File: config.mk
export PLATFORM = sky130hd
export DESIGN_NAME = store_queue
export DESIGN_NICKNAME = d
export VERILOG_FILES = /design/src/sq_types_pkg.sv /design/src/sq_ctrl_pkg.sv /design/src/sq_entry.sv /design/src/sq_ring_ctrl.sv /design/src/store_queue.sv
export VERILOG_INCLUDE_DIRS = /design/src /design/src/src
export SDC_FILE = /design/constraint.sdc
export NUM_CORES = 1
export LEC_CHECK = 0
export BUFFER_PORTS_ARGS = -buffer_cell sky130_fd_sc_hd__buf_2
export CORE_MARGIN = 1
export CORE_UTILIZATION = 40
export CTS_BUF_LIST = sky130_fd_sc_hd__clkbuf_8
export CTS_CLUSTER_DIAMETER = 100
export DETAILED_ROUTE_END_ITERATION = 6
export HOLD_SLACK_MARGIN = 0.03
export PLACE_DENSITY_LB_ADDON = 0.12
export SYNTH_ARGS = -nofsm -noshare
export SYNTH_HDL_FRONTEND = slang
export SYNTH_SLANG_ARGS = --single-unit
File: constraint.sdc
create_clock -name clk -period 7.4 [get_ports clk]
set_input_delay 0.37 -clock clk [delete_from_list [all_inputs] [get_ports clk]]
set_output_delay 0.37 -clock clk [all_outputs]
set_load 0.005 [all_outputs]
File: src/sq_params.svh
// ========================================
// Store queue sizing. SQ_IDX_W must equal
// log2(SQ_DEPTH) and SQ_DEPTH must be a
// power of two for the ring to wrap cleanly
// ========================================
`ifndef SQ_PARAMS_SVH
`define SQ_PARAMS_SVH

// Number of entries in the ring
`define SQ_DEPTH  8

// Store address and data widths
`define SQ_ADDR_W 32
`define SQ_DATA_W 32

// ROB index width, sized to the ROB
`define SQ_TAG_W  5

// Ring pointer width
`define SQ_IDX_W  3

`endif

File: src/sq_types_pkg.sv
// ========================================
// Data path types of the store queue.
// The payload struct is 71 bits with the
// default widths and is packed MSB first
// ========================================
`include "sq_params.svh"

package sq_types_pkg;

    // Store width only since the LSU formats the byte lanes
    typedef enum logic [1:0] {
        SQ_SB = 2'b00,
        SQ_SH = 2'b01,
        SQ_SW = 2'b10
    } sq_op_e;

    // ROB tag used to match retirement
    typedef logic [`SQ_TAG_W-1:0] sq_tag_t;

    typedef logic [`SQ_ADDR_W-1:0] sq_addr_t;
    typedef logic [`SQ_DATA_W-1:0] sq_data_t;

    // Payload written at allocation and presented at launch
    typedef struct packed {
        sq_op_e   op;
        sq_tag_t  tag;
        sq_addr_t addr;
        sq_data_t data;
    } sq_store_t;

endpackage

File: src/sq_ctrl_pkg.sv
// ========================================
// Control types of the store queue for
// the entry lifecycle, the LSU outcome
// bits and the ring pointer
// ========================================
`include "sq_params.svh"

package sq_ctrl_pkg;

    // INVALID holds nothing, VALID is speculative,
    // NONSPECULATIVE is retired by the ROB and waits for launch,
    // LAUNCHED sits in the LSU until the outcome arrives
    typedef enum logic [2:0] {
        SQ_INVALID        = 3'b000,
        SQ_VALID          = 3'b001,
        SQ_MHQ_FILL_WAIT  = 3'b010,
        SQ_NONSPECULATIVE = 3'b011,
        SQ_LAUNCHED       = 3'b100
    } sq_state_e;

    // Outcome of a launched store as reported by the LSU and MHQ
    typedef struct packed {
        logic retry;
        logic replay;
        logic mhq_retry;
        logic mhq_replay;
    } sq_update_t;

    // Index into the ring of entries
    typedef logic [`SQ_IDX_W-1:0] sq_idx_t;

endpackage

File: src/sq_entry.sv
// ========================================
// One store queue entry. The caller must
// route launch and update strobes only to
// the entry at the head of the ring
// ========================================
`timescale 1ns/1ps

module sq_entry
    import sq_types_pkg::*;
    import sq_ctrl_pkg::*;
(
    input  logic       clk,
    input  logic       i_rst,
    input  logic       i_flush,
    input  logic       i_alloc_en,
    input  sq_store_t  i_alloc_store,
    input  logic       i_launch_en,
    input  logic       i_update_en,
    input  sq_update_t i_update,
    input  logic       i_mhq_fill_en,
    input  logic       i_rob_retire_en,
    input  sq_tag_t    i_rob_retire_tag,
    output sq_store_t  o_store,
    output sq_state_e  o_state,
    output logic       o_empty,
    output logic       o_committed,
    output logic       o_freed,
    output logic       o_rob_retire_ack
);

    sq_store_t store_r;
    sq_state_e state_r;
    sq_state_e state_next;
    logic      rob_match;

    // The ROB retires in order, so at most one VALID entry carries the tag
    assign rob_match = i_rob_retire_en && (state_r == SQ_VALID) &&
                       (store_r.tag == i_rob_retire_tag);

    always_comb begin
        sq_state_e outcome_state;

        // Replay of either kind relaunches as soon as the LSU allows
        // A miss retry parks until the fill, unless the fill lands this cycle
        // Anything else means the store wrote the cache and is done
        if (i_update.replay || i_update.mhq_replay) begin
            outcome_state = SQ_NONSPECULATIVE;
        end else if (i_update.retry && i_update.mhq_retry) begin
            outcome_state = i_mhq_fill_en ? SQ_NONSPECULATIVE : SQ_MHQ_FILL_WAIT;
        end else begin
            outcome_state = SQ_INVALID;
        end

        state_next = state_r;
        case (state_r)
            SQ_INVALID: begin
                if (i_alloc_en) state_next = SQ_VALID;
            end
            SQ_VALID: begin
                // Flush wins over a retire in the same cycle
                if (i_flush) begin
                    state_next = SQ_INVALID;
                end else if (rob_match) begin
                    state_next = SQ_NONSPECULATIVE;
                end
            end
            SQ_MHQ_FILL_WAIT: begin
                if (i_mhq_fill_en) state_next = SQ_NONSPECULATIVE;
            end
            SQ_NONSPECULATIVE: begin
                if (i_launch_en) state_next = SQ_LAUNCHED;
            end
            SQ_LAUNCHED: begin
                if (i_update_en) state_next = outcome_state;
            end
            default: state_next = SQ_INVALID;
        endcase
    end

    always_ff @(posedge clk) begin
        if (i_rst) begin
            state_r <= SQ_INVALID;
        end else begin
            state_r <= state_next;
        end
    end

    // Payload is only meaningful while the state is not INVALID
    always_ff @(posedge clk) begin
        if (i_alloc_en) begin
            store_r <= i_alloc_store;
        end
    end

    assign o_store          = store_r;
    assign o_state          = state_r;
    assign o_empty          = (state_r == SQ_INVALID);
    // Committed entries survive a flush
    assign o_committed      = (state_r != SQ_INVALID) && (state_r != SQ_VALID);
    // High in the cycle before the edge that frees the entry
    assign o_freed          = (state_r == SQ_LAUNCHED) && (state_next == SQ_INVALID);
    assign o_rob_retire_ack = rob_match;

    // The ring only writes a new store into an entry that holds none
    a_alloc_invalid: assert property (@(posedge clk) disable iff (i_rst)
        i_alloc_en |-> (state_r == SQ_INVALID));

    // The LSU only reports on a store that it actually holds
    a_update_launched: assert property (@(posedge clk) disable iff (i_rst)
        i_update_en |-> (state_r == SQ_LAUNCHED));

endmodule

File: src/sq_ring_ctrl.sv
// ========================================
// Ring pointers for the store queue. The
// committed entries are assumed to sit
// contiguously from the head
// ========================================
`timescale 1ns/1ps
`include "sq_params.svh"

module sq_ring_ctrl
    import sq_ctrl_pkg::*;
(
    input  logic                 clk,
    input  logic                 i_rst,
    input  logic                 i_flush,
    input  logic                 i_alloc_valid,
    input  logic [`SQ_DEPTH-1:0] i_freed,
    input  logic [`SQ_DEPTH-1:0] i_committed,
    output logic                 o_alloc_ready,
    output logic [`SQ_DEPTH-1:0] o_alloc_en,
    output sq_idx_t              o_head
);

    localparam int DEPTH = `SQ_DEPTH;
    localparam int IDX_W = `SQ_IDX_W;
    localparam logic [IDX_W:0] FULL_CNT = `SQ_DEPTH;

    sq_idx_t          head_r;
    sq_idx_t          tail_r;
    logic [IDX_W:0]   count_r;
    logic [IDX_W:0]   commit_cnt;
    logic [DEPTH-1:0] head_onehot;
    logic             alloc_fire;
    logic             freed_any;

    // No allocation is taken while a flush rebuilds the tail
    assign o_alloc_ready = (count_r != FULL_CNT) && !i_flush;
    assign alloc_fire    = i_alloc_valid && o_alloc_ready;
    assign freed_any     = |i_freed;

    always_comb begin
        commit_cnt = '0;
        for (int i = 0; i < DEPTH; i++) begin
            head_onehot[i] = (head_r == sq_idx_t'(i));
            o_alloc_en[i]  = alloc_fire && (tail_r == sq_idx_t'(i));
            commit_cnt     = commit_cnt + {{IDX_W{1'b0}}, i_committed[i]};
        end
    end

    always_ff @(posedge clk) begin
        if (i_rst) begin
            head_r  <= '0;
            tail_r  <= '0;
            count_r <= '0;
        end else begin
            if (freed_any) head_r <= head_r + 1'b1;
            if (i_flush) begin
                // A store freed in the flush cycle was counted as committed
                tail_r  <= head_r + sq_idx_t'(commit_cnt);
                count_r <= commit_cnt - {{IDX_W{1'b0}}, freed_any};
            end else begin
                if (alloc_fire) tail_r <= tail_r + 1'b1;
                if (alloc_fire && !freed_any) begin
                    count_r <= count_r + 1'b1;
                end else if (!alloc_fire && freed_any) begin
                    count_r <= count_r - 1'b1;
                end
            end
        end
    end

    assign o_head = head_r;

    a_count_bound: assert property (@(posedge clk) disable iff (i_rst)
        count_r <= FULL_CNT);

    // Entries free in order, so only the head may report completion
    a_freed_head: assert property (@(posedge clk) disable iff (i_rst)
        freed_any |-> (i_freed == head_onehot));

endmodule

File: src/store_queue.sv
// ========================================
// Store queue top. One store is in the LSU
// at a time and later stores wait behind
// the head until it completes
// ========================================
`timescale 1ns/1ps
`include "sq_params.svh"

module store_queue
    import sq_types_pkg::*;
    import sq_ctrl_pkg::*;
(
    input  logic       clk,
    input  logic       i_rst,

    // Allocation from the issue stage in program order
    input  logic       i_alloc_valid,
    input  sq_store_t  i_alloc_store,
    output logic       o_alloc_ready,

    // ROB retirement
    input  logic       i_rob_retire_en,
    input  sq_tag_t    i_rob_retire_tag,
    output logic       o_rob_retire_ack,

    // Launch into the LSU pipeline
    output logic       o_launch_valid,
    output sq_store_t  o_launch_store,
    input  logic       i_launch_ready,

    // LSU outcome for the launched store
    input  logic       i_update_en,
    input  sq_update_t i_update,

    // Broadcast strobes
    input  logic       i_mhq_fill_en,
    input  logic       i_flush
);

    localparam int DEPTH = `SQ_DEPTH;

    sq_store_t        entry_store [DEPTH];
    sq_state_e        entry_state [DEPTH];
    logic [DEPTH-1:0] entry_empty;
    logic [DEPTH-1:0] entry_committed;
    logic [DEPTH-1:0] entry_freed;
    logic [DEPTH-1:0] entry_ack;
    logic [DEPTH-1:0] alloc_en;
    sq_idx_t          head;
    logic             launch_fire;

    sq_ring_ctrl u_ring_ctrl (
        .clk           (clk),
        .i_rst         (i_rst),
        .i_flush       (i_flush),
        .i_alloc_valid (i_alloc_valid),
        .i_freed       (entry_freed),
        .i_committed   (entry_committed),
        .o_alloc_ready (o_alloc_ready),
        .o_alloc_en    (alloc_en),
        .o_head        (head)
    );

    // Launch and update go only to the head because one store at most is in flight
    for (genvar i = 0; i < DEPTH; i++) begin : g_entry
        sq_entry u_entry (
            .clk              (clk),
            .i_rst            (i_rst),
            .i_flush          (i_flush),
            .i_alloc_en       (alloc_en[i]),
            .i_alloc_store    (i_alloc_store),
            .i_launch_en      (launch_fire && (head == sq_idx_t'(i))),
            .i_update_en      (i_update_en && (head == sq_idx_t'(i))),
            .i_update         (i_update),
            .i_mhq_fill_en    (i_mhq_fill_en),
            .i_rob_retire_en  (i_rob_retire_en),
            .i_rob_retire_tag (i_rob_retire_tag),
            .o_store          (entry_store[i]),
            .o_state          (entry_state[i]),
            .o_empty          (entry_empty[i]),
            .o_committed      (entry_committed[i]),
            .o_freed          (entry_freed[i]),
            .o_rob_retire_ack (entry_ack[i])
        );
    end

    // The head state stays NONSPECULATIVE until the handshake, so the
    // launch port holds steady under back-pressure
    assign o_launch_valid   = (entry_state[head] == SQ_NONSPECULATIVE);
    assign o_launch_store   = entry_store[head];
    assign launch_fire      = o_launch_valid && i_launch_ready;
    assign o_rob_retire_ack = |entry_ack;

    // The ring must never write over an entry that still holds a store
    a_alloc_empty: assert property (@(posedge clk) disable iff (i_rst)
        (alloc_en & ~entry_empty) == '0);

    // An offered store stays on the port until the LSU takes it
    a_launch_hold: assert property (@(posedge clk) disable iff (i_rst)
        (o_launch_valid && !i_launch_ready) |=> (o_launch_valid && $stable(o_launch_store)));

endmodule

==> results.json <==
{
  "rows": 90,
  "start_util_pct": 40.7,
  "detail_route.iter0.violations": 876,
  "share_seq_of_total_power_pct": 56.1,
  "power_leakage_nw": 9.71,
  "drv_cap": 0,
  "setup.worst_path.end_class": "flip-flop",
  "fp.coreArea_um2": 60700,
  "synth_area_per_cell_um2": 17.4,
  "portion_of_total_power_attributed_to_combinational_logic_pct": 3.6,
  "synth-async-reset-ratio_pct": 0,
  "buffer_type_at_the_clock_tree_root": "clkbuf_8",
  "routedWlPerCell_um": 23.1,
  "leading_cell_types_in_the_layout_fill_and_taps_excluded": "568 x edfxtp_1, 251 x nand2_1, 161 x buf_2, 144 x mux4_2, 105 x clkbuf_8",
  "number_of_distinct_library_cells_after_synthesis": 78,
  "antenna_violating_nets_post_route": 0,
  "finClkSkew_ns": 0.0205,
  "worst_ep_required_time_ns": 7.95,
  "outcome": "complete, no violations",
  "post_synth_inst_count": 1420,
  "remaining_design_rule_violation_count": 0,
  "synth.yosys.seq_area_share_pct": 71.7,
  "worst_slew_margin_rel_pct": 28.7,
  "dieHeight_um": 251,
  "design.portCount": 162,
  "cp_data_arrival_time_ns": 4.78,
  "internal_power_w": 0.00524,
  "max_slew_violation_count": 0,
  "dr.pass1.iters": 5,
  "tritoncts_num_sinks": 602,
  "clock_power_share_pct": 40.3,
  "yosys_warnings": 0,
  "global_router_s_overall_resource_usage_pct": 19.4,
  "cts-root-to-sink-buffers": 3,
  "actual_transition_at_the_worst_max_transition_pin_ns": 1.07,
  "postCtsSetupRepairBufs": 0,
  "gp_routability_congestion": 0.847,
  "number_of_global_route_vias_before_repair": 14500,
  "setup.worst_path.class": "reg2reg",
  "dpl.hpwl_um": 32100,
  "fin_total_pwr_w": 0.00672,
  "clk_pin_slew_ns": 0.07,
  "ir_worst_vdd_mv": 0.118,
  "timing.final.crit_period_ns": 4.24,
  "global_route_wire_length_before_repair_um": 90100,
  "p_per_area_nw_per_um2": 232,
  "mostFrequentLayoutCell": "edfxtp_1",
  "path_max_fanout": 10,
  "syn_nets": 1534,
  "finalHoldViolations": 0,
  "synth_edf_count": 568,
  "fp.dieW_um": 251,
  "ys_ff_latch": 602,
  "postCtsResizedCells": 0,
  "vias": 13700,
  "timing.critical_path.from_type": "flip-flop",
  "initial_antenna_violation_count": 5,
  "via_per_inst": 5.33,
  "syn_to_final_growth_pct": 17.0,
  "cts_buffers": 102,
  "cts_max_level": 3,
  "syn-cell-area_um2": 24700,
  "fin_nets": 1816,
  "tritoncts": "yes",
  "grt_start_max_net_pins": 117,
  "post-route-period-util_pct": 57.3,
  "ys.flop_type": "edfxtp_1",
  "net-switching-power_w": 0.00148,
  "max_freq_ghz": 0.236,
  "worst_min_delay_path_category": "in2reg",
  "timing.setup.tns_ns": 0,
  "die_area_um2": 62800,
  "wl_um": 59300,
  "clock_insertion_delay_worst_skew_ns": 0.68,
  "layout-drive-gt1-share_pct": 26.4,
  "setup-violations-final": 0,
  "numPortBuffers": 161,
  "netSwitchingFraction_pct": 22.0,
  "grt.overflow.total": 0,
  "rsz_0062_raised_after_global_routing": "false"
}
[critical path, stage by stage (launching register included)]
cell      delay (ns)
dfxtp_1         0.39
or2_2           0.31
ha_1            0.27
inv_1           0.04
fa_1            0.51
fa_1            0.43
fa_1            0.44
fa_1            0.63
inv_1           0.07
fa_1            0.38
xnor2_1         0.15
xnor2_1         0.15
a221oi_1        0.27
nor2_1          0.07
[final cells by class]
type / instances / area [um^2]
clock buffer: 105 / 1450
fill: 5199 / 31800
inverter: 22 / 83.8
timing repair buffer: 250 / 1670
multi-input combinational: 724 / 6620
sequential: 602 / 17700
antenna: 3 / 7.51
tap: 782 / 978
clock inverter: 78 / 382
[layer usage]
metal / share of wire [%] / wire length [um] / track usage, %
met4: 1.8 / 1100 / 6.17
met5: 0.044 / 26 / 0
met3: 5.1 / 3000 / 3.94
met1: 44 / 26400 / 26.1
met2: 49 / 28800 / 31.5
[worst paths after layout]
path / startpoint / endpoint / slack [ns] / depth (start not counted)
setup / recovery: g_entry[0].u_entry.o_state[2] / u_ring_ctrl.tail_r[2] / 3.16 / 13
hold / removal: i_update[2] / g_entry[7].u_entry.o_state[0] / 0.11 / 4
setup reg to reg: g_entry[0].u_entry.o_state[2] / u_ring_ctrl.tail_r[2] / 3.16 / 13
hold reg to reg: u_ring_ctrl.tail_r[1] / u_ring_ctrl.tail_r[1] / 0.54 / 2
[cells by family (layout without fill, tap and decap cells)]
logic type	count (synthesis)	after routing	synth area share, %
other cells	0	3	0
simple gates	408	408	7.49
buf+inv	94	455	1.68
flops	602	602	71.7
xor+xnor	48	48	1.70
mux	152	152	13.5
fa+ha+maj	26	26	1.50
compound gates	90	90	2.45
[stage by stage]
step	instance area, um^2	std cells	utilization (%)	hold WS (ns)	setup WS, ns
final	28900	2566	47.7	0.106	3.16
after global routing	28900	2566	47.7	0.102	2.93
after CTS	28900	2563	47.6	0.0422	3.14
after detailed placement	26400	2308	43.4	0.527	3.15
after global placement	26400	2308	43.4	0.518	3.21
after floorplan	24700	1420	-	0.469	1.08
[power by group through the flow]
stage          Sequential, W  Combinational (W)  Clock, W
2_1_floorplan        0.00384          0.0000948         0
3_3_place_gp         0.00383           0.000210         0
4_1_cts              0.00377           0.000247   0.00279
6_report             0.00377           0.000243   0.00271
3_5_place_dp         0.00384           0.000213         0
5_1_grt              0.00377           0.000267   0.00294
[sequential cells by signal, indices dropped and copies added (netlist names)]
name	flops
u_ring_ctrl.o_head	3
u_ring_ctrl.tail_r	3
g_entry.u_entry.o_state	24
g_entry.u_entry.o_store	568
u_ring_ctrl.count_r	4
[synthesized netlist by cell type, types with 3 or more instances]
cell type	number	area share, %
nor2b_1	3	0.076
and3_1	12	0.30
nor2_1	48	0.73
buf_4	3	0.091
nand3_1	17	0.34
xor2_1	13	0.46
a31oi_1	5	0.13
inv_1	22	0.33
ha_1	20	1.0
xnor2_1	35	1.2
nand4_1	11	0.28
nor3_1	13	0.26
and2_1	6	0.15
buf_1	11	0.17
o31a_1	3	0.11
a21oi_1	30	0.61
dfxtp_1	34	2.8
nand3b_1	10	0.30
o211ai_1	3	0.091
nor3b_1	6	0.18
a311oi_1	3	0.11
mux4_2	144	13
o311ai_0	3	0.11
buf_2	24	0.49
clkbuf_1	30	0.46
nor4_1	4	0.10
a211oi_1	5	0.15
nand2b_1	6	0.15
o21ai_0	12	0.24
fa_1	6	0.49
edfxtp_1	568	69
mux2i_1	5	0.20
nand2_1	251	3.8
[what timing repair did]
| action | 4_1_cts | 5_1_grt |
|---|---|---|
| endpoints found under the hold margin | 569 | 0 |
| hold buffers | 72 | 0 |
| endpoints found under the setup margin | 0 | 0 |
No activity file was read; power rests on OpenSTA's default activity.
